### config.mk
export PLATFORM = sky130hd
export DESIGN_NAME = burst_reader
export DESIGN_NICKNAME = d
export VERILOG_FILES = /design/src/logic/dram_fifo_pkg.sv /design/src/logic/burst_reader.sv
export SDC_FILE = /design/constraint.sdc
export NUM_CORES = 1
export LEC_CHECK = 0
export ABC_AREA = 1
export ABC_CLOCK_PERIOD_IN_PS = 2100
export BUFFER_PORTS_ARGS = -buffer_cell sky130_fd_sc_hd__buf_2
export CORE_MARGIN = 2
export CORE_UTILIZATION = 34
export DETAILED_ROUTE_END_ITERATION = 7
export PLACE_DENSITY_LB_ADDON = 0.1
export SLEW_MARGIN = 0
export SYNTH_ARGS = -nofsm -noshare
export SYNTH_HDL_FRONTEND = slang
export SYNTH_SLANG_ARGS = --single-unit
### constraint.sdc
create_clock -name ddr3_axi_clk -period 2.1 [get_ports ddr3_axi_clk]
set_input_delay 0.315 -clock ddr3_axi_clk [delete_from_list [all_inputs] [get_ports ddr3_axi_clk]]
set_output_delay 0.315 -clock ddr3_axi_clk [all_outputs]
set_load 0.02 [all_outputs]
### src/logic/dram_fifo_pkg.sv
/* shared widths and types of the burst-buffered stream FIFO
   a stored word is the 64-bit stream data with tlast on top (bit 64) */

`default_nettype none

package dram_fifo_pkg;

  // ----------------------------------------------------------
  // widths
  // ----------------------------------------------------------
  localparam int unsigned DATA_W = 64;          // stream tdata width
  localparam int unsigned WORD_W = DATA_W + 1;  // data plus tlast flag

  // ----------------------------------------------------------
  // types
  // ----------------------------------------------------------
  typedef logic [WORD_W-1:0] word_t;            // {tlast, tdata}

  // shared by the burst writer and the burst reader
  typedef enum logic [1:0] {
    st_idle,                                    // waiting for a burst start condition
    st_burst,                                   // one word per cycle
    st_drain                                    // last read word still in flight
  } burst_state_e;

endpackage

`default_nettype wire

### src/logic/burst_reader.sv
/* fetches bursts of up to BURST_LEN words from the ring memory into the egress buffer
   a burst starts only with BURST_LEN free egress slots, so no push is ever dropped */

`timescale 1ns/1ps
`default_nettype none

module burst_reader
  import dram_fifo_pkg::*;
#(
  parameter int unsigned BURST_LEN = 8,
  parameter int unsigned MEM_DEPTH = 64,
  parameter int unsigned BUF_DEPTH = 16
) (
  input  wire logic                           ddr3_axi_clk,
  input  wire logic                           i_rst_n,
  input  wire logic [$clog2(MEM_DEPTH+1)-1:0] i_occupancy,
  output logic                                o_rd_en,
  input  wire word_t                          i_rd_word,
  input  wire logic                           i_rd_valid,
  input  wire logic [$clog2(BUF_DEPTH+1)-1:0] i_out_count,
  output logic                                o_push,
  output word_t                               o_push_word
);

  localparam int unsigned OCC_W = $clog2(MEM_DEPTH + 1);
  localparam int unsigned OUT_W = $clog2(BUF_DEPTH + 1);
  localparam int unsigned LEN_W = $clog2(BURST_LEN + 1);
  localparam logic [OCC_W-1:0] BURST_OCC = OCC_W'(BURST_LEN);
  localparam logic [OUT_W-1:0] BURST_OUT = OUT_W'(BURST_LEN);
  localparam logic [OUT_W-1:0] BUF_SLOTS = OUT_W'(BUF_DEPTH);
  localparam logic [LEN_W-1:0] BURST_MAX = LEN_W'(BURST_LEN);

  burst_state_e     state;
  logic [LEN_W-1:0] burst_len;                  // min(occupancy, BURST_LEN)
  logic [LEN_W-1:0] beat_cnt;                   // reads issued so far
  logic [OUT_W-1:0] out_free;                   // egress slots left
  logic             start;
  logic             last_beat;

  assign out_free  = BUF_SLOTS - i_out_count;
  assign start     = (i_occupancy != '0) && (out_free >= BURST_OUT);
  assign last_beat = (beat_cnt == burst_len - 1'b1);
  assign o_rd_en   = (state == st_burst);

  // returned words go straight into the egress buffer
  assign o_push      = i_rd_valid;
  assign o_push_word = i_rd_word;

  // ----------------------------------------------------------
  // burst FSM
  // ----------------------------------------------------------
  always_ff @(posedge ddr3_axi_clk) begin
    if (!i_rst_n) begin
      state     <= st_idle;
      burst_len <= '0;
      beat_cnt  <= '0;
    end else begin
      case (state)
        st_idle: begin
          if (start) begin
            burst_len <= (i_occupancy >= BURST_OCC) ? BURST_MAX : LEN_W'(i_occupancy);
            beat_cnt  <= '0;
            state     <= st_burst;
          end
        end
        st_burst: begin
          if (last_beat) begin
            state <= st_drain;                  // last word returns next cycle
          end else begin
            beat_cnt <= beat_cnt + 1'b1;
          end
        end
        st_drain: begin
          state <= st_idle;                     // egress count now includes every push
        end
        default: state <= st_idle;
      endcase
    end
  end

endmodule

`default_nettype wire

Word level (Yosys, flattened, before mapping)
Cells that the tools add are included.
{"block": "totals", "register_bits": 10, "in_bits": 80, "elab_cells": 27}
{"block": "classes", "n_addsub": 3, "order_cmp": 2, "n_eq_ne": 5, "muxes": 7, "n_reduce_logical": 7}
{"cell": "$mux W4", "n": 3}
{"cell": "$pmux W4 S2", "n": 1}
{"cell": "$ge A7 B4 Y1 const B", "n": 1}
{"cell": "$reduce_bool A7 Y1", "n": 1}
{"cell": "$ge A5 B4 Y1 const B", "n": 1}
{"cell": "$sub A5 B5 Y5 const A", "n": 1}
{"cell": "$add A4 B1 Y4 const B", "n": 1}
{"cell": "$eq A4 B4 Y1", "n": 1}
{"cell": "$mux W2", "n": 2}
{"cell": "$ne A2 B2 Y1 const B", "n": 2}
{"cell": "$pmux W2 S2", "n": 1}
{"cell": "$reduce_and A2 Y1", "n": 2}
{"cell": "$sub A4 B1 Y4 const B", "n": 1}
{"cell": "$reduce_and A3 Y1", "n": 1}
{"cell": "$eq A2 B1 Y1 const B", "n": 1}
{"cell": "$logic_not A2 Y1", "n": 1}
{"cell": "$ne A2 B1 Y1 const B", "n": 1}
{"cell": "$reduce_bool A2 Y1", "n": 1}
{"cell": "$logic_and A1 B1 Y1", "n": 1}

Depth between registers and ports, before layout
{"block": "logic_depth", "depth_word": 5, "ltp_mapped": 14}

Worst setup path before layout
No wires, ideal clock.
{"block": "synth_path", "path_kind": "reg2reg", "from": "register burst_len[0]", "to": "register beat_cnt[0]", "setup_time_ns": 0.116, "arrival_ns": 1.366, "required_ns": 1.984, "setup_slack_ns": 0.618, "path_stages_with_launch": 12, "path_buffers": 0, "synth_period_minus_slack_ns": 1.482, "cell_sequence": "dfxtp_1 -> inv_1 -> ha_1 -> or2_0 -> nand3_1 -> nor2_1 -> nand2_2 -> nand2_4 -> nand2_4 -> nand2_2 -> nand2_1 -> nor2_2"}
{"block": "synth_via", "elab_chain_cells": 4}
{"item": "from (decl)", "line_no": "burst_reader.sv:34", "text": "logic [LEN_W-1:0] burst_len;"}
{"item": "from (signal assigned)", "line_no": "burst_reader.sv:61", "text": "burst_len <= (i_occupancy >= BURST_OCC) ? BURST_MAX : LEN_W'(i_occupancy);"}
{"item": "$sub A4 B1 Y4", "line_no": "burst_reader.sv:42", "text": "assign last_beat = (beat_cnt == burst_len - 1'b1);"}
{"item": "$eq A4 B4 Y1", "line_no": "burst_reader.sv:42"}
{"item": "$ne A2 B2 Y1 (no source line)"}
{"item": "$reduce_and A3 Y1 (no source line)"}
{"item": "to (signal assigned)", "line_no": "burst_reader.sv:70", "text": "beat_cnt <= beat_cnt + 1'b1;"}
{"item": "to (decl)", "line_no": "burst_reader.sv:35", "text": "logic [LEN_W-1:0] beat_cnt;"}
Every way passes these cells.
A chain may end at the register's enable or synchronous reset.

Final worst setup path
Ends and elaborated chain as after synthesis.

==> impl_metrics.ini <==
[floorplan]
ios = 147
fp.coreArea_um2 = 3080
row_count = 20
start_util_pct = 36.3
die_y_um = 61.3
die_x_um = 61.3
die-area_um2 = 3760

[synthesis]
yosysWarnings = 0
yosys_register_bits = 10
syn_nets = 246
synth-main-ff-cell = dfxtp_1
synth.largest_area_cell = buf_4
syn_area_um2 = 1120
async_flop_share_pct = 0
yosys-top-cells-count = buf_4, nand2_1, inv_1
postSynthAreaPerCell_um2 = 6.81
synth_cells = 164
ys_seq_area_share_pct = 17.9
synth-edff-count = 0
yosysMostFrequentCell = buf_4
synth_area_leaders = buf_4, dfxtp_1, nand2_1, nand3_1, inv_1
synth_top_area_share_pct = 44.4
synth_cell_types = 18

[worst_hold_path]
min_from = i_occupancy[2]
min_to = burst_len[2]
holdCritPathClass = primary input to register
hold_path_depth = 3

[clock_tree]
cts-root-buf = clkbuf_4
insertion_delay_ns = 0.26
cts_buffer_depth = 2
ctsResizeCount = 0
cts_tree = done
hold_buffers = 0
post_cts_buffers = 0
numCtsBuffers = 3
h-tree-depth = 1
cts.sinks = 10
path_clk_slew_ns = 0.07

[timing]
finClkSkew_ns = 0.00537
slew-limit-headroom_pct = 72.6
timing.setup.tns_ns = 0
drv_slew = 0
period_share_pct = 73.9
hold_violations = 0
min_period_ns = 1.55
setup_viol = 0
rsz0062_at_grt = false
tightest_slew_ns = 0.409
fmax_mhz = 644
layout_setup_ws_ns = 0.548

[drt]
drtPass1Iterations = 3
drt_iter0_drc = 6
wl_um = 1860
vias = 676
ant_nets = 0
avgRoutedWirePerCell_um = 11.7
drc_errors = 0
vias_per_cell = 4.23

[critical_path]
end_kind = register
r2r_slack_ns = 0.55
arrival_ns = 1.71
crit_path_start_kind = register
rr_startpoint = burst_len[0]
worst_ep_required_time_ns = 2.26
criticalPathCategory = register to register
cp_max_fo = 5
r2r_end = beat_cnt[0]
r2r_cells = 11

[power]
power_frac_seq_pct = 44.8
clkPwrFrac_pct = 38.0
irDropWorstVdd_v = 0.000284
totalPowerFinal_w = 0.000458
p_per_area_nw_per_um2 = 586
power_leakage_nw = 0.370
p_sw_w = 0.000124
p_sw_share_pct = 27.0
p_int_w = 0.000334
comb_power_share_pct = 17.1

[status]
status = complete, no violations

[global_routing]
grt_usage_pct = 10.5
first_global_vias = 642
met1_usage_pct = 9.66
use_met2_pct = 15.5
grt_busiest_layer = met2
gr-total-overflow = 0
antenna_found_initial = 0
grt_max_degree = 8
grt_use_met3_pct = 6.51
grt_pass1_wl_um = 2860

[place]
placed_area_um2 = 746
gp_congestion = 0.732
pre_cts_slack_ns = 0.534
dp_hpwl_um = 1570
io_buffer_count = 14

[layout]
syn_to_final_growth_pct = -29.9
diodes = 0
drive_above_1_share_pct = 23.3
final_util_pct = 25.4
final_area_um2 = 782
fin_nets = 199

[flow_run]
max_cap_viol_count = 0
-- layer usage --
layer  up-vias  share of wire, %
li1        340                 -
met1       265                36
met2        49                41
met3        22                16
met4         0               6.8
met5         -                 0
-- state kept, by name, indices dropped and copies added, names as in the netlist --
name	flops
state	2
beat_cnt	4
burst_len	4
-- logic make-up (layout without fill, tap and decap cells) --
group / Yosys count / count (layout) / share of synthesized area (%)
adders and majority gates: 2 / 2 / 2.24
and+or+nand+nor: 64 / 64 / 26.8
xor gates and xnor gates: 1 / 1 / 0.785
buffers and inverters: 80 / 32 / 49.1
AOI/OAI and AO/OA: 7 / 7 / 3.14
DFF: 10 / 10 / 17.9
-- power groups by stage --
stage	clock network [W]	registers (W)	logic, W
5_1_grt	0.000185	0.000207	0.0000910
6_report	0.000174	0.000205	0.0000786
3_3_place_gp	0	0.000210	0.0000806
2_1_floorplan	0	0.000208	0.000239
3_5_place_dp	0	0.000210	0.0000797
4_1_cts	0.000180	0.000206	0.0000801
-- how the worst max path moves through the flow --
stage | end | start | cells after the start
final | beat_cnt[0] | burst_len[0] | 11
after global routing | beat_cnt[3] | burst_len[0] | 10
after CTS | beat_cnt[0] | burst_len[0] | 11
after detailed placement | beat_cnt[0] | burst_len[0] | 11
after global placement | beat_cnt[0] | burst_len[0] | 11
after floorplan | beat_cnt[0] | burst_len[0] | 11
-- worst max-delay path, stage by stage, from the launching register on --
cell	delay, ns
dfxtp_1	0.35
inv_1	0.07
ha_1	0.30
or2_0	0.19
nand3_1	0.08
nor2_1	0.05
nand2_2	0.10
nand2_4	0.08
nand2_4	0.08
nand2_2	0.04
nand2_1	0.07
nor2_2	0.03
-- metrics by stage --
step / hold WS, ns / cells
global route: 0.309 / 160
floorplan: 0.426 / 164
finish: 0.297 / 160
CTS: 0.296 / 160
detailed placement: 0.443 / 156
global placement: 0.445 / 156
-- placed cells by master, fill, tap and decap left out, types with 2 or more instances in the layout --
| cell | instances |
|---|---|
| nand2_1 | 25 |
| inv_1 | 14 |
| buf_2 | 14 |
| nor2_1 | 13 |
| nand3_1 | 13 |
| dfxtp_1 | 10 |
| a21oi_1 | 6 |
| nand2_2 | 3 |
| clkbuf_4 | 3 |
| nor2_2 | 2 |
| nand2_4 | 2 |
| nor3_1 | 2 |
| ha_1 | 2 |
-- area by class of cell --
class,count,area (um2)
Fill cell,355,2300
Inverter,14,52.6
Tap cell,44,55.1
Multi-Input combinational cell,74,368
Timing Repair Buffer,14,70.1
Clock buffer,4,36.3
Sequential cell,10,200
Note: power is estimated with default switching activity, not from simulation.
