### config.mk
export PLATFORM = sky130hd
export DESIGN_NAME = stream_buffer
export DESIGN_NICKNAME = d
export VERILOG_FILES = /design/src/logic/dram_fifo_pkg.sv /design/src/logic/stream_buffer.sv
export SDC_FILE = /design/constraint.sdc
export NUM_CORES = 1
export LEC_CHECK = 0
export CAP_MARGIN = 20
export CORE_ASPECT_RATIO = 1.4
export CORE_MARGIN = 1.5
export CORE_UTILIZATION = 55
export CTS_CLUSTER_DIAMETER = 60
export CTS_CLUSTER_SIZE = 30
export DETAILED_ROUTE_END_ITERATION = 6
export DONT_BUFFER_PORTS = 1
export PLACE_DENSITY = 0.71
export SYNTH_ARGS = -nofsm -noshare
export SYNTH_HDL_FRONTEND = slang
export SYNTH_SLANG_ARGS = --single-unit
export TNS_END_PERCENT = 30
### constraint.sdc
create_clock -name ddr3_axi_clk -period 7.51 [get_ports ddr3_axi_clk]
set_input_delay 0.751 -clock ddr3_axi_clk [delete_from_list [all_inputs] [get_ports ddr3_axi_clk]]
set_output_delay 0.751 -clock ddr3_axi_clk [all_outputs]
set_load 0.005 [all_outputs]
### src/logic/dram_fifo_pkg.sv
/* shared widths and types of the burst-buffered stream FIFO
   a stored word is the 64-bit stream data with tlast on top (bit 64) */

`default_nettype none

package dram_fifo_pkg;

  // ----------------------------------------------------------
  // widths
  // ----------------------------------------------------------
  localparam int unsigned DATA_W = 64;          // stream tdata width
  localparam int unsigned WORD_W = DATA_W + 1;  // data plus tlast flag

  // ----------------------------------------------------------
  // types
  // ----------------------------------------------------------
  typedef logic [WORD_W-1:0] word_t;            // {tlast, tdata}

  // shared by the burst writer and the burst reader
  typedef enum logic [1:0] {
    st_idle,                                    // waiting for a burst start condition
    st_burst,                                   // one word per cycle
    st_drain                                    // last read word still in flight
  } burst_state_e;

endpackage

`default_nettype wire

### src/logic/stream_buffer.sv
/* first-word-fall-through FIFO, head word is valid whenever o_count is nonzero
   pushes while full and pops while empty are ignored, DEPTH must be at least 2 */

`timescale 1ns/1ps
`default_nettype none

module stream_buffer
  import dram_fifo_pkg::*;
#(
  parameter int unsigned DEPTH = 16
) (
  input  wire logic                       ddr3_axi_clk,
  input  wire logic                       i_rst_n,
  input  wire logic                       i_push,
  input  wire word_t                      i_word,
  output logic                            o_full,
  input  wire logic                       i_pop,
  output word_t                           o_word,
  output logic [$clog2(DEPTH+1)-1:0]      o_count
);

  localparam int unsigned PTR_W = $clog2(DEPTH);
  localparam int unsigned CNT_W = $clog2(DEPTH + 1);
  localparam logic [CNT_W-1:0] CNT_FULL = CNT_W'(DEPTH);
  localparam logic [PTR_W-1:0] PTR_LAST = PTR_W'(DEPTH - 1);

  word_t            mem [DEPTH];                // storage, no reset
  logic [PTR_W-1:0] wr_ptr;
  logic [PTR_W-1:0] rd_ptr;
  logic             wr_ok;                      // push actually taken
  logic             rd_ok;                      // pop actually taken

  assign o_full = (o_count == CNT_FULL);
  assign wr_ok  = i_push && !o_full;
  assign rd_ok  = i_pop && (o_count != '0);
  assign o_word = mem[rd_ptr];                  // fall-through head

  always_ff @(posedge ddr3_axi_clk) begin
    if (wr_ok) begin
      mem[wr_ptr] <= i_word;
    end
  end

  // ----------------------------------------------------------
  // pointers and fill count
  // ----------------------------------------------------------
  always_ff @(posedge ddr3_axi_clk) begin
    if (!i_rst_n) begin
      wr_ptr  <= '0;
      rd_ptr  <= '0;
      o_count <= '0;
    end else begin
      if (wr_ok) begin
        wr_ptr <= (wr_ptr == PTR_LAST) ? '0 : wr_ptr + 1'b1;  // wrap for any depth
      end
      if (rd_ok) begin
        rd_ptr <= (rd_ptr == PTR_LAST) ? '0 : rd_ptr + 1'b1;
      end
      case ({wr_ok, rd_ok})
        2'b10:   o_count <= o_count + 1'b1;
        2'b01:   o_count <= o_count - 1'b1;
        default: o_count <= o_count;            // none, or push and pop together
      endcase
    end
  end

endmodule

`default_nettype wire

-- After elaboration in Yosys (flattened, before gate mapping)
Memory sizes are Yosys's and may differ from the RTL's. A register that Yosys moved wholly into a read port is not among the register bits.
Index checks and enable logic that the tools add are counted.
- memories kept: 1
- bits in registers: 13
- memory bits (writable): 1040
- output and inout port bits: 71
- logic and storage cells: 25
- mux-type cells: 7
- equal/unequal tests: 5
- reduce and logical (&&, ||, !) cells: 5
- add/sub/neg operators: 4
- memories (name ; words ; width ; rd ports ; clocked after Yosys merged registers in ; write ports ; line ; text):
    mem ; 16 ; 65 ; 1 ; 1 ; 1 ; stream_buffer.sv:27 ; word_t mem [DEPTH];
- operator list (operator ; number):
    4-bit 2-to-1 mux ; 4
    5-bit case mux with 2 select lines ; 1
    4-bit by 1-bit adder with 4-bit output, second input constant ; 2
    4-bit equality test, second input constant ; 2
    5-bit by 1-bit adder with 5-bit output, second input constant ; 1
    5-bit equality test, second input constant ; 1
    5-bit nonzero test ; 1
    5-bit by 1-bit subtractor with 5-bit output, second input constant ; 1
    2-bit by 1-bit equality test with 1-bit output, second input constant ; 1
    2-bit equality test, second input constant ; 1
    1-bit logical AND ; 2
    1-bit 2-to-1 mux ; 2
    2-bit nonzero test ; 1
    1-bit zero test ; 1

-- Logic depth before layout (Yosys ltp)
- word-level depth: 5
- depth in mapped cells: 11
- mapped depth without buffers: 10

-- Worst setup path before layout
Ideal clock, no wire load.
- path kind: input -> register
- start point: input port i_push
- end point: memory mem[0][0] in the netlist's numbering, enable pin
- library setup time: 0.568 ns
- path slack: 1.427 ns
- arrival: 5.515 ns
- path buffers: 1
- data required time: 6.942 ns
- stages: 4
- cell sequence: o21a_1 > buf_6 > nand2_1 > nor3_1
- longest elaborated chain between the ends: 3
- RTL lines (element ; line ; text):
    start: declaration ; stream_buffer.sv:14 ; input wire logic i_push,
    1-bit logical AND ; stream_buffer.sv:34 ; assign wr_ok = i_push && !o_full;
    1-bit 2-to-1 mux ; stream_buffer.sv:39 ; if (wr_ok) begin
    1-bit 2-to-1 mux (not written as such) ; stream_buffer.sv:40 ; mem[wr_ptr] <= i_word;
    end: declaration ; stream_buffer.sv:27 ;
Every way passes these cells.

==> results_dict.tcl <==
set metrics [dict create \
    maxCapViolCount 0 \
    diodes 0 \
    grt_pass1_vias 18567 \
    cts_hold_buf 0 \
    status "finished with violations" \
    r2r_slack_ps 3970 \
    fmax_mhz 228 \
    die_x_um 230 \
    max_slew_margin_pct 24.7 \
    grt_antenna_before_repair 0 \
    period_share_pct 58.4 \
    pin_count 140 \
    skew_ps 35.3 \
    clkPwrFrac_pct 26.3 \
    reg2reg_depth 5 \
    critPathKind "flip-flop to output port" \
    cp.required_ps 6760 \
    worstReg2RegEnd "mem[9][60]" \
    ys_ff_latch 1057 \
    viasPerCell 6.58 \
    critPathArrivalTime_ps 3640 \
    clock_path_buffers 3 \
    combPwrFrac_pct 17.2 \
    cts_tree "yes" \
    die_h_um 321 \
    cts_setup_buffers 0 \
    drive_gt1_share_pct 22.7 \
    finalNonFillerCells 2674 \
    cts_resized 0 \
    cp-endpoint "o_word[44]" \
    vias 17589 \
    p_int_mw 9.14 \
    drc 3 \
    grt_max_degree 125 \
    p_per_area_nw_per_um2 284 \
    stdcell_area_um2 42600 \
    start_util_pct 55.7 \
    dieArea_um2 74100 \
    syn_inst 1711 \
    drt-initial-drc-count 1970 \
    htreeDepth 2 \
    gp_congestion 0.697 \
    tightest_slew_ps 1130 \
    cts_made_buffers 46 \
    violations "design-rule violations" \
    period_minus_slack_ps 4390 \
    p_leak_nw 12.7 \
    grt-ovfl-total 0 \
    rows 116 \
    swShare_pct 24.4 \
    final_common_cell "edfxtp_1" \
    syn_area_per_cell_um2 23.3 \
    setup_viol 0 \
    place_area_um2 41000 \
    final_antenna_net_count 0 \
    drt_pass1_iterations 7 \
    core_um2 71600 \
    p_sw_mw 2.95 \
    hold_violations 0 \
    yosys_warnings 0 \
    final_cell_mix "edfxtp_1, mux4_2, a22oi_1, nand2_1, clkbuf_16" \
    cp_max_fo 124 \
    grt_pass1_wl_mm 122 \
    r2r_start "o_count[2]" \
    hold_path_class "input pin to flip-flop" \
    tns_ps 0 \
    synth_cell_types 42 \
    drv_slew 0 \
    clk_latency_ps 640 \
    area_growth_pct 6.89 \
    port_buffers 0 \
    cts_root_buf "clkbuf_16" \
    nets 1782 \
    place_hpwl_mm 40.4 \
    finalWirelength_mm 83.2 \
    netlist_area_um2 39800 \
    dp_cells 2600 \
    startpoint_type "flip-flop" \
    grt_usage_pct 22.9 \
    rsz0062_at_grt "false" \
    ir_worst_vdd_v 0.000277 \
    syn-num-nets 1789 \
    clkTransAtPathRegs_ps 110 \
    synth-seq-area-share_pct 79.2 \
    numClockSinks 1057 \
    power_frac_seq_pct 56.5 \
    fillers 4849 \
    post_drt_wl_per_cell_um 31.1 \
    cp-end-kind "output port" \
]
## final cells by class
type,instances,area [um^2],share of cell area (%)
Clock buffer,51,1230,2.90
Inverter,6,27.5,0.0646
Timing Repair Buffer,37,335,0.787
Multi-Input combinational cell,556,7900,18.5
Tap cell,944,1180,2.77
Clock inverter,23,339,0.796
Sequential cell,1057,31600,74.1
## logic make-up (layout without fill, tap and decap cells)
| kind of cell | after synthesis | after routing | synth area share (%) |
|---|---|---|---|
| adders and majority gates | 9 | 9 | 0.283 |
| and+or+nand+nor | 130 | 130 | 1.50 |
| DFF | 1057 | 1057 | 79.2 |
| AOI/OAI and AO/OA | 148 | 148 | 2.79 |
| xor gates and xnor gates | 5 | 5 | 0.110 |
| muxes | 264 | 264 | 14.8 |
| buffers and inverters | 98 | 117 | 1.29 |
## power groups by stage
stage	clock (mW)	sequential [mW]	combinational (mW)
after floorplan	0	6.87	1.80
after global placement	0	6.96	2.11
after detailed placement	0	6.98	2.13
after CTS	3.24	6.84	2.14
after global routing	3.43	6.87	2.26
final	3.18	6.83	2.08
## state kept, by name, indices dropped and copies added (netlist names), named ones only
register,count
mem,1040
wr_ptr,4
rd_ptr,4
o_count,5
## worst min-delay path by stage
stage | startpoint | to | slack (ps) | depth (start not counted)
floorplan | rd_ptr[3] | flip-flop | 470 | 2
global placement | rd_ptr[3] | rd_ptr[3] | 490 | 2
detailed placement | rd_ptr[3] | rd_ptr[3] | 540 | 2
CTS | i_word[12] | mem[5][12] | 160 | 0
global route | i_word[19] | mem[10][19] | 160 | 0
finish | i_word[15] | mem[9][15] | 190 | 0
## through the flow
stage / power, mW / utilization (%) / hold WS, ps / setup slack (ps)
after floorplan: 8.68 / - / 472 / 1430
after global placement: 9.08 / 57.3 / 491 / 3640
after detailed placement: 9.11 / 57.3 / 543 / 3680
after CTS: 12.2 / 59.5 / 159 / 2970
after global routing: 12.6 / 59.5 / 157 / 2790
final: 12.1 / 59.5 / 193 / 3120
## Yosys cell counts
| cell | count | area, um^2 |
|---|---|---|
| o211ai_1 | 2 | 15.0 |
| inv_1 | 5 | 18.8 |
| o21ai_2 | 1 | 8.76 |
| buf_1 | 11 | 41.3 |
| a31oi_1 | 1 | 6.26 |
| mux4_2 | 260 | 5860 |
| edfxtp_1 | 1040 | 31200 |
| xor2_1 | 1 | 8.76 |
| nand3_1 | 7 | 35.0 |
| buf_4 | 4 | 30.0 |
| o21ai_0 | 1 | 5.00 |
| a21oi_1 | 3 | 15.0 |
| nand3b_1 | 1 | 7.51 |
| buf_6 | 13 | 146 |
| ha_1 | 9 | 113 |
| a221oi_1 | 1 | 8.76 |
| a311o_1 | 1 | 10.0 |
| a21boi_0 | 2 | 15.0 |
| clkinv_4 | 1 | 8.76 |
| or4b_1 | 1 | 10.0 |
| dfxtp_1 | 17 | 340 |
| buf_2 | 22 | 110 |
| nor2_1 | 15 | 56.3 |
| nand4_1 | 3 | 18.8 |
| nand4bb_1 | 1 | 11.3 |
| or4_4 | 1 | 11.3 |
| o211a_1 | 1 | 10.0 |
| a22oi_1 | 130 | 976 |
| clkbuf_1 | 42 | 158 |
| o32ai_1 | 1 | 8.76 |
| or3_1 | 1 | 6.26 |
| nor3b_1 | 3 | 22.5 |
| o21a_1 | 3 | 22.5 |
| nand2_1 | 76 | 285 |
| nand4b_1 | 3 | 26.3 |
| o211ai_2 | 1 | 12.5 |
| nor2b_1 | 6 | 37.5 |
| nor3_1 | 5 | 25.0 |
| nand2b_1 | 3 | 18.8 |
| mux2i_1 | 4 | 40.0 |
| and2_1 | 4 | 25.0 |
| xnor2_1 | 4 | 35.0 |
## routing by layer
| layer | share of wire, % | wire, um | vias to the layer above | GRT usage [%] |
|---|---|---|---|---|
| met5 | 0 | 0 | - | 0 |
| met4 | 2.0 | 1690 | 0 | 5.48 |
| met3 | 8.4 | 6980 | 94 | 4.84 |
| met2 | 51 | 42600 | 667 | 38.8 |
| met1 | 38 | 31900 | 9589 | 30.9 |
| li1 | - | - | 7239 | - |
## critical path, stage by stage (launching register included)
cell     delay (ps)
dfxtp_4         990
buf_12          810
mux4_2          620
a22oi_1         210
nand2_1         190
(Power assumes the default switching activity.)
