`src/logic/dram_fifo_pkg.sv`:
```
/* shared widths and types of the burst-buffered stream FIFO
   a stored word is the 64-bit stream data with tlast on top (bit 64) */

`default_nettype none

package dram_fifo_pkg;

  // ----------------------------------------------------------
  // widths
  // ----------------------------------------------------------
  localparam int unsigned DATA_W = 64;          // stream tdata width
  localparam int unsigned WORD_W = DATA_W + 1;  // data plus tlast flag

  // ----------------------------------------------------------
  // types
  // ----------------------------------------------------------
  typedef logic [WORD_W-1:0] word_t;            // {tlast, tdata}

  // shared by the burst writer and the burst reader
  typedef enum logic [1:0] {
    st_idle,                                    // waiting for a burst start condition
    st_burst,                                   // one word per cycle
    st_drain                                    // last read word still in flight
  } burst_state_e;

endpackage

`default_nettype wire

```
`src/logic/burst_writer.sv`:
```
/* moves ingress words into the ring memory in bursts of BURST_LEN words
   a partial burst goes out once the ingress count holds still for FLUSH_CYCLES
   i_in_count is the ingress count widened to the memory count width */

`timescale 1ns/1ps
`default_nettype none

module burst_writer
  import dram_fifo_pkg::*;
#(
  parameter int unsigned BURST_LEN    = 8,
  parameter int unsigned FLUSH_CYCLES = 16,
  parameter int unsigned MEM_DEPTH    = 64
) (
  input  wire logic                        ddr3_axi_clk,
  input  wire logic                        i_rst_n,
  input  wire logic [$clog2(MEM_DEPTH+1)-1:0] i_in_count,
  input  wire word_t                       i_in_word,
  output logic                             o_in_pop,
  input  wire logic [$clog2(MEM_DEPTH+1)-1:0] i_mem_free,
  output logic                             o_wr_en,
  output word_t                            o_wr_word
);

  localparam int unsigned CNT_W  = $clog2(MEM_DEPTH + 1);
  localparam int unsigned LEN_W  = $clog2(BURST_LEN + 1);
  localparam int unsigned IDLE_W = $clog2(FLUSH_CYCLES + 1);
  localparam logic [CNT_W-1:0]  BURST_CNT = CNT_W'(BURST_LEN);
  localparam logic [LEN_W-1:0]  BURST_MAX = LEN_W'(BURST_LEN);
  localparam logic [IDLE_W-1:0] IDLE_MAX  = IDLE_W'(FLUSH_CYCLES);

  burst_state_e      state;
  logic [LEN_W-1:0]  burst_len;                 // latched at burst start
  logic [LEN_W-1:0]  beat_cnt;                  // words written so far
  logic [IDLE_W-1:0] idle_cnt;                  // cycles with a steady ingress count
  logic [CNT_W-1:0]  prev_count;
  logic              start_full;
  logic              start_flush;
  logic              last_beat;

  assign start_full  = (i_in_count >= BURST_CNT) && (i_mem_free >= BURST_CNT);
  assign start_flush = (i_in_count != '0) && (idle_cnt == IDLE_MAX)
                       && (i_mem_free >= i_in_count);  // partial burst must fit too
  assign last_beat   = (beat_cnt == burst_len - 1'b1);

  // pop and write in the same cycle, head word goes straight to the memory
  assign o_in_pop  = (state == st_burst) && (i_in_count != '0);
  assign o_wr_en   = o_in_pop;
  assign o_wr_word = i_in_word;

  // ----------------------------------------------------------
  // idle timer for the partial burst flush
  // ----------------------------------------------------------
  always_ff @(posedge ddr3_axi_clk) begin
    if (!i_rst_n) begin
      prev_count <= '0;
      idle_cnt   <= '0;
    end else begin
      prev_count <= i_in_count;
      if ((state != st_idle) || (i_in_count != prev_count) || (i_in_count == '0)) begin
        idle_cnt <= '0;                         // restart on any change
      end else if (idle_cnt != IDLE_MAX) begin
        idle_cnt <= idle_cnt + 1'b1;            // saturates at the limit
      end
    end
  end

  // ----------------------------------------------------------
  // burst FSM
  // ----------------------------------------------------------
  always_ff @(posedge ddr3_axi_clk) begin
    if (!i_rst_n) begin
      state     <= st_idle;
      burst_len <= '0;
      beat_cnt  <= '0;
    end else begin
      case (state)
        st_idle: begin
          if (start_full || start_flush) begin
            // full burst wins, a flush only ever holds fewer than BURST_LEN words
            burst_len <= start_full ? BURST_MAX : LEN_W'(i_in_count);
            beat_cnt  <= '0;
            state     <= st_burst;
          end
        end
        st_burst: begin
          if (o_in_pop) begin
            if (last_beat) begin
              state <= st_idle;
            end else begin
              beat_cnt <= beat_cnt + 1'b1;
            end
          end
        end
        default: state <= st_idle;              // writer has no drain phase
      endcase
    end
  end

endmodule

`default_nettype wire

```
`config.mk`:
```
export PLATFORM = sky130hd
export DESIGN_NAME = burst_writer
export DESIGN_NICKNAME = d
export VERILOG_FILES = /design/src/logic/dram_fifo_pkg.sv /design/src/logic/burst_writer.sv
export SDC_FILE = /design/constraint.sdc
export NUM_CORES = 1
export LEC_CHECK = 0
export BUFFER_PORTS_ARGS = -buffer_cell sky130_fd_sc_hd__clkbuf_2
export CAP_MARGIN = 20
export CELL_PAD_IN_SITES_DETAIL_PLACEMENT = 1
export CELL_PAD_IN_SITES_GLOBAL_PLACEMENT = 1
export CORE_MARGIN = 5
export CORE_UTILIZATION = 23
export CTS_CLUSTER_SIZE = 24
export DETAILED_ROUTE_END_ITERATION = 7
export GPL_ROUTABILITY_DRIVEN = 1
export PLACE_DENSITY_LB_ADDON = 0.1
export SLEW_MARGIN = 20
export SYNTH_ARGS = -nofsm -noshare
export SYNTH_HDL_FRONTEND = slang
export SYNTH_SLANG_ARGS = --single-unit
```
`constraint.sdc`:
```
create_clock -name ddr3_axi_clk -period 1.7 [get_ports ddr3_axi_clk]
set_clock_uncertainty 0.15 [all_clocks]
set_input_delay 0 -clock ddr3_axi_clk [delete_from_list [all_inputs] [get_ports ddr3_axi_clk]]
set_output_delay 0 -clock ddr3_axi_clk [all_outputs]
set_load 0.01 [all_outputs]
```
# Word level (Yosys, flattened, before mapping)
# Index checks and enable logic that the tools add are counted.
dict set report op_classes {
  n_addsub 3
  order_cmp 3
  n_eq_ne 9
  n_mux 9
  bitwise 1
  n_reduce_logical 16
}
# op n
set ops {}
lappend ops {{$mux 4} 4}
lappend ops {{$ge 7x4->1 const B} 2}
lappend ops {{$ne 2x2->1 const B} 4}
lappend ops {{$pmux 4 s2} 1}
lappend ops {{$ge 7x7->1} 1}
lappend ops {{$logic_not 7->1} 1}
lappend ops {{$ne 7x7->1} 1}
lappend ops {{$reduce_bool 7->1} 1}
lappend ops {{$mux 2} 3}
lappend ops {{$add 5x1->5 const B} 1}
lappend ops {{$eq 5x5->1 const B} 1}
lappend ops {{$ne 5x5->1 const B} 1}
lappend ops {{$add 4x1->4 const B} 1}
lappend ops {{$eq 4x4->1} 1}
lappend ops {{$logic_and 1x1->1} 4}
lappend ops {{$pmux 2 s2} 1}
lappend ops {{$reduce_and 4->1} 1}
lappend ops {{$reduce_bool 2->1} 2}
lappend ops {{$sub 4x1->4 const B} 1}
lappend ops {{$logic_or 1x1->1} 3}
lappend ops {{$reduce_and 3->1} 1}
lappend ops {{$eq 2x1->1 const B} 1}
lappend ops {{$logic_not 2->1} 1}
lappend ops {{$reduce_and 2->1} 1}
lappend ops {{2 further kinds} 2}
dict set report totals {
  regBits 22
  elab_cells 46
}

# Depth between registers and ports, before layout
# Gate-level depths: netlist (run 1).
dict set report depth {
  word_depth 6
  mapped_depth 7
}

# Worst setup path before layout (run 1)
# No wires, ideal clock.
dict set report synth_timing {
  path_kind {reg2reg}
  from {reg burst_len[0]}
  to {reg beat_cnt[1]}
  setup_time_ns 0.115
  arrival_ns 1.572
  slack_ns -0.137
  stages_incl_launch_ff 8
  path_buffers 0
  period_less_slack_ns 1.837
  cell_sequence {dfxtp_1 > inv_1 > ha_1 > xnor2_1 > nor3_2 > a21oi_2 > and4_1 > a31o_1}
}
dict set report synth_via {
  elab_chain_cells 4
}
# item line_no
set synth_lines {}
lappend synth_lines {{start: declaration} burst_writer.sv:33} ;# logic [LEN_W-1:0] burst_len;
lappend synth_lines {{start signal: assignment} burst_writer.sv:81} ;# burst_len <= start_full ? BURST_MAX : LEN_W'(i_in_count);
lappend synth_lines {{$sub 4x1->4} burst_writer.sv:44} ;# assign last_beat = (beat_cnt == burst_len - 1'b1);
lappend synth_lines {{$eq 4x4->1} burst_writer.sv:44}
lappend synth_lines {{$ne 2x2->1 (no line)} --}
lappend synth_lines {{$reduce_and 4->1 (no line)} --}
lappend synth_lines {{end signal: assignment} burst_writer.sv:91} ;# beat_cnt <= beat_cnt + 1'b1;
lappend synth_lines {{end: declaration} burst_writer.sv:34} ;# logic [LEN_W-1:0] beat_cnt;
# Every way passes these cells.
# A chain may end at the register's enable or synchronous reset.

# Final worst setup path (run 1)
# Ends and elaborated chain as after synthesis.

==> results.md, run 1 <==
- Port Buffers: 17
- Initial antenna violation count: 0
- CP Capture Type: register
- Number of antenna diodes: 0
- GRT Total Usage: between 10% and 20%
- Max clock buf depth: 2
- Max Cap Viol: 0
- Routed wire per std cell: approximately 14 um
- Clk Latency, worst-skew pair: 0.27 ns
- Most frequent cells in the layout: dlygate4sd3_1 (72), buf_4 (27), dfxtp_1 (17), clkbuf_2 (17)
- Share of post-route cells with drive strength above 1: approximately 29%
- Mapped cell area: about 1800 sq um
- H-tree depth: 1
- Final Max Slew Viols: 0
- DP Cell Count: between 200 and 300
- Worst endpoint required time: between 1.5 and 2 ns
- Initial core utilization: between 20% and 30%
- Total gr overflow: 0
- Num CTS Buffers: 3
- Arrival @ worst endpoint: roughly 1.8 ns
- Post-Route WL: between 4000 and 5000 um
- Nets: between 300 and 400
- Final worst setup slack: -0.08545 ns
- Detailed Place HPWL: around 3000 um
- Hold WC Path Type: in -> reg
- Final setup viols: 4
- Crit path launch: burst_len[0]$_SDFFE_PN0P_
- Cells after Synth: between 200 and 250
- CTS tree: done
- Clock-pin slew on the worst setup and hold paths: roughly 0.090 ns
- Worst VDD drop: 0.0002226 V
- Reg2Reg Setup Slack: -0.09 ns
- Slew @ Worst Pin: between 0.5 and 0.6 ns
- Post-synth top area cell: buf_4
- First-pass GRT wire length: roughly 8000 um
- Pre-antenna DRT Iters: 3
- Synthesized flop and latch total: 21
- Slew HR: 65.39%
- Worst hold slack: around 0.014 ns
- Top cells by area, synth: buf_4 (28%), dfxtp_1 (24%), ha_1 (7.9%)
- CTS sink cnt: 21
- Pwr Density: ~500 nW/um^2
- Syn Nets: 294
- Post-place setup slack: -0.1690 ns
- Area Growth Syn to Fin: 45.07%
- Vias in the first global route: 1698
- Total number of vias: 1524
- Top Ports: approximately 150
- Fillers: a little over 800
- Final period util: 105.0%
- Synth cell types: 38
- RePlAce Congestion: a little over 0.7
- Yosys warns: 0
- # DRC: 0
- CP endpoint: beat_cnt[1]$_SDFFE_PN0P_
- Syn avg cell area: slightly below 9 sq um
- Commonest non-fill, non-tap cell in the layout: dlygate4sd3_1
- CTS root buffer: clkbuf_8
- Fmax: around 0.56 GHz
- Die height: slightly below 100 um
- 1st-iter DRT viols: 36
- Number of synthesized flops with an enable pin: 0
- Placed Area: between 1500 and 2000 sq um
- Design area: between 2000 and 3000 sq um
- Leakage: ~1.1 nW
- Reg2reg end: beat_cnt[1]$_SDFFE_PN0P_
- Die Area: ~9500 sq um
- CP max FO: 4
- Worst setup SP type: register
- Seq/Total Area, Yosys: 24.00%
- Failing checks: setup timing
- Core area: 7331 sq um
- FF-to-FF Start: burst_len[0]$_SDFFE_PN0P_
- Async SR Flop Fraction: 0%
- Via density: approximately 4.3
- Cell row count: 31
- Critical path class: reg -> reg
- Post-route antenna net violation count: 0
- Post-layout util: approximately 35%
- Post-synth top area share: 28.29%
- Final non-filler cell total: 354
- Hold Fails Final Rpt: 0
- Status: complete, but fails checks
- R2R cell count: 7
- Largest net degree at the start of global routing: 13
- Synth Flop Type: dfxtp_1
- Die W: about 100 um
- Min cycle time layout: ~1.8 ns
- Unrepaired setup endpoints after global routing: true
## worst max-delay path, cell delays in order, from the launching register on
cell and delay [ns]:
dfxtp_2 0.34, inv_2 0.04, ha_4 0.23, xnor2_2 0.14, nor3_4 0.29, a21oi_2 0.12
and4_1 0.20, a31o_1 0.17
## per-layer routing
metal  routed length [um]  global-route usage, %  part of all wire [%]
met1                 1879                  10.90                    38
met2                 2618                  19.06                    53
met3                  415                  3.302                   8.3
met4                   63                  3.195                   1.3
met5                    0                      0                     0
## per-stage QoR
stage          TNS (ns)  total power [mW]
5_1_grt         -0.6136             1.348
2_1_floorplan  -0.06985            0.7963
3_3_place_gp    -0.9860            0.7418
6_report        -0.2224             1.272
4_1_cts         -0.2873             1.292
3_5_place_dp     -1.059            0.7448
## state kept, by name, summed over array words and instances, names as in the netlist
register,cells
state,1
idle_cnt,5
burst_len,4
prev_count,7
beat_cnt,4
## synth_stat cells (2+ instances only)
| cell | count |
|---|---|
| nand2b_1 | 2 |
| xnor2_1 | 5 |
| nand3_1 | 5 |
| inv_1 | 15 |
| nand4_1 | 5 |
| a31o_1 | 2 |
| nor3_2 | 2 |
| o21ai_0 | 2 |
| nor2_1 | 12 |
| buf_4 | 66 |
| ha_1 | 11 |
| nor4_1 | 2 |
| nand2_1 | 4 |
| o211ai_1 | 3 |
| dfxtp_1 | 21 |
| a21oi_1 | 7 |
| a211oi_1 | 3 |
| and3_1 | 3 |
| nor3_1 | 3 |
| xor2_1 | 11 |
## layout make-up
| class | count | area, sq um | share of cell area, % |
|---|---|---|---|
| Sequential cell | 21 | 425.4 | 16.74 |
| Timing Repair Buffer | 116 | 1008 | 39.68 |
| Inverter | 15 | 56.30 | 2.216 |
| Tap cell | 99 | 123.9 | 4.874 |
| Multi-Input combinational cell | 99 | 880.8 | 34.66 |
| Clock buffer | 3 | 41.29 | 1.625 |
| Clock inverter | 1 | 5.005 | 0.1969 |
## logic make-up (layout without fill, tap and decap cells)
logic type               Yosys count  in the layout  share of synthesized area [%]
AO/OA/AOI/OAI                     25             25                          11.14
XOR/XNOR                          17             17                          9.357
adder cells (fa/ha/maj)           11             11                          7.857
buffers and inverters             82            135                          31.71
flip-flops                        21             21                          24.00
AND/OR/NAND/NOR                   46             46                          15.93
## power by group
part / internal [mW] / switching, mW
clock network: 0.164 / 0.183
logic: 0.211 / 0.188
registers: 0.508 / 0.0174
total: 0.883 / 0.389
## how the worst min path moves through the flow
stage / start / endpoint / slack (ns) / cells after the start
2_1_floorplan: i_in_word[0] / o_wr_word[0] / -0.06 / 1
3_3_place_gp: i_in_word[12] / o_wr_word[12] / -0.15 / 0
3_5_place_dp: i_in_word[12] / o_wr_word[12] / -0.15 / 0
4_1_cts: i_in_count[2] / burst_len[2]$_SDFFE_PN0P_ / 0.007 / 4
5_1_grt: i_in_count[0] / burst_len[0]$_SDFFE_PN0P_ / 0.05 / 4
6_report: i_in_count[0] / burst_len[0]$_SDFFE_PN0P_ / 0.01 / 4
## repair_timing
| item | 4_1_cts | 5_1_grt |
|---|---|---|
| endpoints found under the setup margin | 11 | 12 |
| hold buffers | 72 | 0 |
| hold endpoints to repair | 75 | 0 |
| setup buffers | 0 | 1 |
| cloned | 0 | 0 |
| pin swaps | 3 | 4 |
| resized for setup | 8 | 10 |
(Power assumes the default switching activity.)
==> run 2, diff against run 1 <==
Settings changed: REMOVE_ABC_BUFFERS set to 1.
==> run 2 against run 1 <==
  * The run still ends with setup timing left
  * Combinational power rose by 13%
  * Setup slack got worse by 0.0064 ns
  * Clock power rose by 2%
  * Final area rose by 1.5%
  * Die area did not move
  * Non-clock buffer count rose by 3
  * Global-route usage rose by 10 points
  * Hold slack improved by 0.0025 ns
  * Sequential cell count did not move
  * Routed wire length rose by 100%
  * Utilization rose by 0.53 points
  * Cell count rose by 1.1%
  * Critical endpoint unchanged
  * Highest routed layer unchanged
==> results.md, run 2 (same netlist as run 1, synthesis figures left out) <==
- Num CTS Buffers: 3 (unchanged)
- CP Capture Type: register
- Sequence of cells on the critical path: inv_2 > ha_4 > xnor2_4 > nor3_4 > a21oi_2 > and4_1 > a31o_1
- Hold_sp: i_in_count[1]
- Final non-filler cell total: 358 (+1.1%)
- Share of post-route cells with drive strength above 1: 30.23% (+1.6 points)
- Clock-pin slew on the worst setup and hold paths: 0.08 ns (about the same)
- Port Buffers: 17 (unchanged)
- Die Area: 9461 sq um (unchanged)
- H-tree depth: 1 (unchanged)
- Pre-antenna DRT Iters: 4 (+1)
- Die height: 97.27 um (unchanged)
- Hold WC Path Type: in -> reg
- Final period util: 105.4% (+0.37 points)
- Final worst setup slack: -0.09181 ns (-0.006354 ns)
- Post-layout util: 35.19% (+0.53 points)
- GRT Total Usage: 20.49% (+10 points)
- Largest registers: prev_count x7, idle_cnt x5
- Die W: 97.27 um (unchanged)
- First-pass GRT wire length: 14210 um (+78%)
- RePlAce Congestion: 0.7709 (+9.0%)
- Worst setup SP type: register
- Total number of vias: 1702 (+12%)
- Leakage: 1.103 nW (+1.6%)
- Initial antenna violation count: 0 (unchanged)
- Worst VDD drop: 0.0002871 V (+29%)
- Worst endpoint required time: 1.71 ns (about the same)
- Placed Area: 1657 sq um (-0.97%)
- 1st-iter DRT viols: 80 (+120%)
- Via density: 4.754 (+10%)
- Most frequent cells in the layout: dlygate4sd3_1 (73), buf_4 (29), dfxtp_1 (17), clkbuf_2 (17)
- Slew HR: 64.55% (-0.84 points)
- Post-route antenna net violation count: 0 (unchanged)
- Failing checks: setup timing
- Max stage delay on crit path: 0.34 ns (about the same)
- DP Cell Count: 277 (unchanged)
- Final setup viols: 4 (unchanged)
- Biggest register: prev_count
- CTS tree: done
- Unrepaired setup endpoints after global routing: true
- Post-Route WL: 10040 um (+100%)
- Slew @ Worst Pin: 0.5246 ns (+0.01246 ns)
- Pwr Density: 516.4 nW/um^2 (+3.2%)
- Crit path launch: burst_len[1]$_SDFFE_PN0P_
- Max reg flops: 7 (unchanged)
- Total gr overflow: 0 (unchanged)
- Routed wire per std cell: 28.06 um (+100%)
- Min cycle time layout: 1.792 ns (+0.006354 ns)
- Setup TNS: -0.3046 ns (-0.08227 ns)
- Nets: 351 (+0.86%)
- Top Ports: 148 (unchanged)
- Post-place setup slack: -0.1859 ns (-0.01688 ns)
- Fmax: 0.5581 GHz (-0.35%)
- Buf/Inv on CP: 1 (unchanged)
- Core area: 7331 sq um (unchanged)
- Clk Latency, worst-skew pair: 0.27 ns (about the same)
- Detailed Place HPWL: 7463 um (+140%)
- Area Growth Syn to Fin: 47.29%
- Initial core utilization: 23.89% (unchanged)
- Kind of cell adding the most delay to the critical path: simple AND/OR/NAND/NOR gates
- Max clock buf depth: 2 (unchanged)
- Critical path class: reg -> reg
- Slowest CP cell: dfxtp_2
- CP max FO: 4 (unchanged)
- Design area: 2580 sq um (+1.5%)
- Commonest non-fill, non-tap cell in the layout: dlygate4sd3_1
- Max Cap Viol: 0 (unchanged)
- CTS root buffer: clkbuf_8
- Worst hold slack: 0.01688 ns (+0.002524 ns)
- Total power: 1.332 mW (+4.8%)
- Vias in the first global route: 1823 (+7.4%)
- Final Max Slew Viols: 0 (unchanged)
- Cell row count: 31 (unchanged)
- FF-to-FF Start: burst_len[1]$_SDFFE_PN0P_
- CTS sink cnt: 21 (unchanged)
- Largest net degree at the start of global routing: 13 (unchanged)
- Status: complete, but fails checks
- Hold Fails Final Rpt: 0 (unchanged)
- Arrival @ worst endpoint: 1.80 ns (about the same)
- # DRC: 0 (unchanged)
==> run 2: repair_timing <==
action	4_1_cts	5_1_grt
setup buffers	1	2
endpoints found under the hold margin	76	0
setup endpoints to repair	9	12
pin swaps	3	11
hold buffers	73	0
gates resized for setup	11	15
==> run 2: report_power, final <==
group          switching [mW]  total (mW)  internal, mW
registers              0.0190       0.527         0.508
clock network           0.190       0.354         0.164
logic                   0.237       0.451         0.215
==> run 2: layout make-up <==
class	instances	area, sq um
multi-input cells	99	892.1
flip-flops and latches	21	425.4
fillers	839	4751
clock inverters	1	5.005
inverters	15	56.30
clock buffers	3	41.29
well taps	99	123.9
repair buffers	119	1033
diodes	1	2.502
==> run 2: worst reg2reg max path, stage by stage, from the launching register on <==
cell and delay, ns:
dfxtp_2 0.34, inv_2 0.05, ha_4 0.25, xnor2_4 0.13, nor3_4 0.29, a21oi_2 0.11, and4_1 0.20, a31o_1 0.17
==> run 2: metal layers <==
| layer | track usage (%) | vias to the layer above | part of all wire [%] | routed length (um) |
|---|---|---|---|---|
| met5 | 0 | - | 0 | 0 |
| met1 | 26.87 | 854 | 43 | 4274 |
| li1 | - | 737 | - | - |
| met3 | 8.184 | 16 | 9.6 | 967 |
| met4 | 4.686 | 0 | 1.9 | 187 |
| met2 | 31.63 | 95 | 46 | 4615 |
==> run 2: final timing paths <==
check / to / slack, ns / cells after the start
max: beat_cnt[1]$_SDFFE_PN0P_ / -0.09 / 7
min: burst_len[1]$_SDFFE_PN0P_ / 0.02 / 4
max reg2reg: beat_cnt[1]$_SDFFE_PN0P_ / -0.09 / 7
min reg2reg: beat_cnt[0]$_SDFFE_PN0P_ / 0.45 / 1
==> run 3, diff against run 2 <==
Settings changed: PLACE_DENSITY set to 0.82, PLACE_DENSITY_LB_ADDON 0.1 to not set.
==> run 3 against run 2 <==
  * Routed wire length rose by 20%
  * Combinational power rose by 4.4%
  * Critical path type unchanged
  * Sequential cell count did not move
  * Global-route usage rose by 3.5 points
  * Non-clock buffer count fell by 5
  * Setup slack got worse by 0.069 ns
  * The run still ends with setup timing left
  * Critical path depth did not move
  * Register-to-register slack got worse by 0.07 ns
  * Sequential share of layout area barely moved
  * Count of clock-buffer cells in the layout rose by 1
  * Clock power rose by 3%
  * Fmax fell by 3.7%
==> results.md, run 3 (same netlist as run 1, synthesis figures left out) <==
- CP max FO: 4 (unchanged)
- Final period util: 109.5% (+4.1 points)
- Pre-antenna DRT Iters: 4 (unchanged)
- Detailed Place HPWL: 7436 um (-0.36%)
- Min cycle time layout: 1.861 ns (+0.06930 ns)
- Fmax: 0.5373 GHz (-3.7%)
- Die height: 97.27 um (unchanged)
- Post-route antenna net violation count: 0 (unchanged)
- Num CTS Buffers: 3 (unchanged)
- Arrival @ worst endpoint: 1.87 ns (+0.07 ns)
- Int Power: 0.8842 mW (-0.22%)
- Final Max Slew Viols: 0 (unchanged)
- Share of post-route cells with drive strength above 1: 30.43% (+0.20 points)
- Met3 wire len: 1215 um (+26%)
- Post-Route WL: 12020 um (+20%)
- Net Switching: 0.4795 mW (+7.5%)
- Area Growth Syn to Fin: 47.50%
- Placed Area: 1604 sq um (-3.2%)
- CTS root buffer: clkbuf_8
- CP endpoint: beat_cnt[1]$_SDFFE_PN0P_
- Critical path class: reg -> reg
- Biggest register: prev_count
- Die W: 97.27 um (unchanged)
- Top Ports: 148 (unchanged)
- CTS sink cnt: 21 (unchanged)
- Worst VDD drop: 0.0001793 V (-38%)
- Max reg flops: 7 (unchanged)
- CP Capture Type: register
- Clk network pwr share: 26.6% (about the same)
- Max Cap Viol: 0 (unchanged)
- Reg2Reg Setup Slack: -0.16 ns (-0.07 ns)
- Vias in the first global route: 1957 (+7.4%)
- H-tree depth: 1 (unchanged)
- Hold WC Path Type: in -> reg
- Top Metal Used: met4
- Sw Share: 35.16% (+1.7 points)
- Final worst setup slack: -0.1611 ns (-0.06931 ns)
- Initial antenna violation count: 4 (+4)
- R2R cell count: 7 (unchanged)
- Max stage delay on crit path: 0.34 ns (about the same)
- Max clock buf depth: 2 (unchanged)
- Unrepaired setup endpoints after global routing: true
- Largest net degree at the start of global routing: 13 (unchanged)
- 1st-iter DRT viols: 148 (+85%)
- GRT Total Usage: 24.01% (+3.5 points)
- Commonest non-fill, non-tap cell in the layout: dlygate4sd3_1
- Crit path launch: burst_len[1]$_SDFFE_PN0P_
- Failing checks: setup timing
- FF-to-FF Start: burst_len[1]$_SDFFE_PN0P_
- Kind of cell adding the most delay to the critical path: simple AND/OR/NAND/NOR gates
- Die Area: 9461 sq um (unchanged)
- RePlAce Congestion: 0.8525 (+11%)
- Routed wire per std cell: 33.67 um (+20%)
- Pwr Density: 527.8 nW/um^2 (+2.2%)
- Slew HR: 56.76% (-7.8 points)
- Leakage: 1.089 nW (-1.3%)
- Via density: 5.168 (+8.7%)
- Worst setup SP type: register
- Initial core utilization: 23.89% (unchanged)
- Sequence of cells on the critical path: inv_2 > ha_4 > xnor2_4 > nor3_4 > a21oi_2 > and4_1 > a31o_1
- Slew @ Worst Pin: 0.6402 ns (+0.1156 ns)
- First-pass GRT wire length: 16170 um (+14%)
- Hold Fails Final Rpt: 0 (unchanged)
- Total number of vias: 1845 (+8.4%)
- Cell row count: 31 (unchanged)
- Port Buffers: 17 (unchanged)
- Clk Latency, worst-skew pair: 0.28 ns (about the same)
- Buf/Inv on CP: 1 (unchanged)
- Critical Path Stages: 7 (unchanged)
- Post-place setup slack: -0.2037 ns (-0.01788 ns)
- Comb pwr share: 34.5% (+0.6 points)
- Most frequent cells in the layout: dlygate4sd3_1 (73), buf_4 (23), clkbuf_2 (17)
- Nets: 346 (-1.4%)
- Status: complete, but fails checks
- Final setup viols: 7 (+3)
- Core area: 7331 sq um (unchanged)
- Clock-pin slew on the worst setup and hold paths: 0.10 ns (+0.02 ns)
- Worst endpoint required time: 1.71 ns (about the same)
- # DRC: 0 (unchanged)
- WL met1: 4439 um (+3.9%)
- Met2 WL: 5598 um (+21%)
- Reg2reg end: beat_cnt[1]$_SDFFE_PN0P_
- Sequential cell fraction of total power: 38.8% (-0.7 points)
- CTS tree: done
- Largest registers: prev_count x7, idle_cnt x5
- Total gr overflow: 0 (unchanged)
- Design area: 2584 sq um (+0.15%)
- Slowest CP cell: dfxtp_2
==> run 3: changes by cell type in the layout (fill, tap and decap cells not counted), sizes merged <==
cell,change
diode,+4
buf,-5
clkinv,-1
clkbuf,+1
==> run 3: worst min path at each step <==
stage | startpoint | end | slack, ns | cells after the start
global placement | i_in_word[37] | o_wr_word[37] | -0.15 | 0
floorplan | i_in_word[0] | o_wr_word[0] | -0.15 | 0
global route | i_in_count[1] | burst_len[1]$_SDFFE_PN0P_ | 0.05 | 4
detailed placement | i_in_word[37] | o_wr_word[37] | -0.15 | 0
CTS | i_in_count[2] | burst_len[2]$_SDFFE_PN0P_ | 0.02 | 4
finish | i_in_count[1] | burst_len[1]$_SDFFE_PN0P_ | 0.05 | 4
==> run 3: metrics by stage <==
step,setup TNS [ns],instances,hold WS [ns],total power [mW],util [%]
floorplan,-0.4468,135,-0.1500,0.6334,-
global placement,-0.6019,270,-0.1498,0.7146,21.88
detailed placement,-1.312,270,-0.1498,0.7253,21.88
CTS,-0.4588,348,0.02273,1.273,33.45
global route,-1.187,354,0.05099,1.397,35.14
finish,-0.7603,357,0.05074,1.364,35.24
==> run 3: cell type report <==
cell class | count | area [sq um]
Tap cell | 99 | 123.9
Multi-Input combinational cell | 99 | 919.6
Timing Repair Buffer | 114 | 999.7
Fill cell | 826 | 4747
Inverter | 15 | 56.30
Sequential cell | 21 | 426.7
Clock buffer | 4 | 45.04
Antenna cell | 5 | 12.51
==> run 3: per-layer routing <==
| metal | vias to the layer above | global-route usage, % |
|---|---|---|
| li1 | 729 | - |
| met1 | 892 | 28.13 |
| met2 | 171 | 40.45 |
| met3 | 53 | 7.968 |
| met4 | 0 | 9.372 |
| met5 | - | 0 |
==> run 3: tightest hold or removal path: stages <==
cell	delay, ns
clkbuf_2	0.09
buf_4	0.16
nand4_1	0.11
a21oi_2	0.07
==> run 3: repair_timing <==
action,in CTS,in global routing
resized for setup,12,21
pin swaps,5,19
hold buffers,73,0
endpoints found under the hold margin,76,0
setup buffers,1,4
setup endpoints to repair,9,13
==> run 3: power groups by stage <==
| stage | logic, mW | registers [mW] | clock network [mW] |
|---|---|---|---|
| 2_1_floorplan | 0.103 | 0.531 | 0 |
| 3_3_place_gp | 0.181 | 0.534 | 0 |
| 3_5_place_dp | 0.191 | 0.534 | 0 |
| 4_1_cts | 0.412 | 0.524 | 0.338 |
| 5_1_grt | 0.481 | 0.531 | 0.386 |
| 6_report | 0.471 | 0.530 | 0.363 |
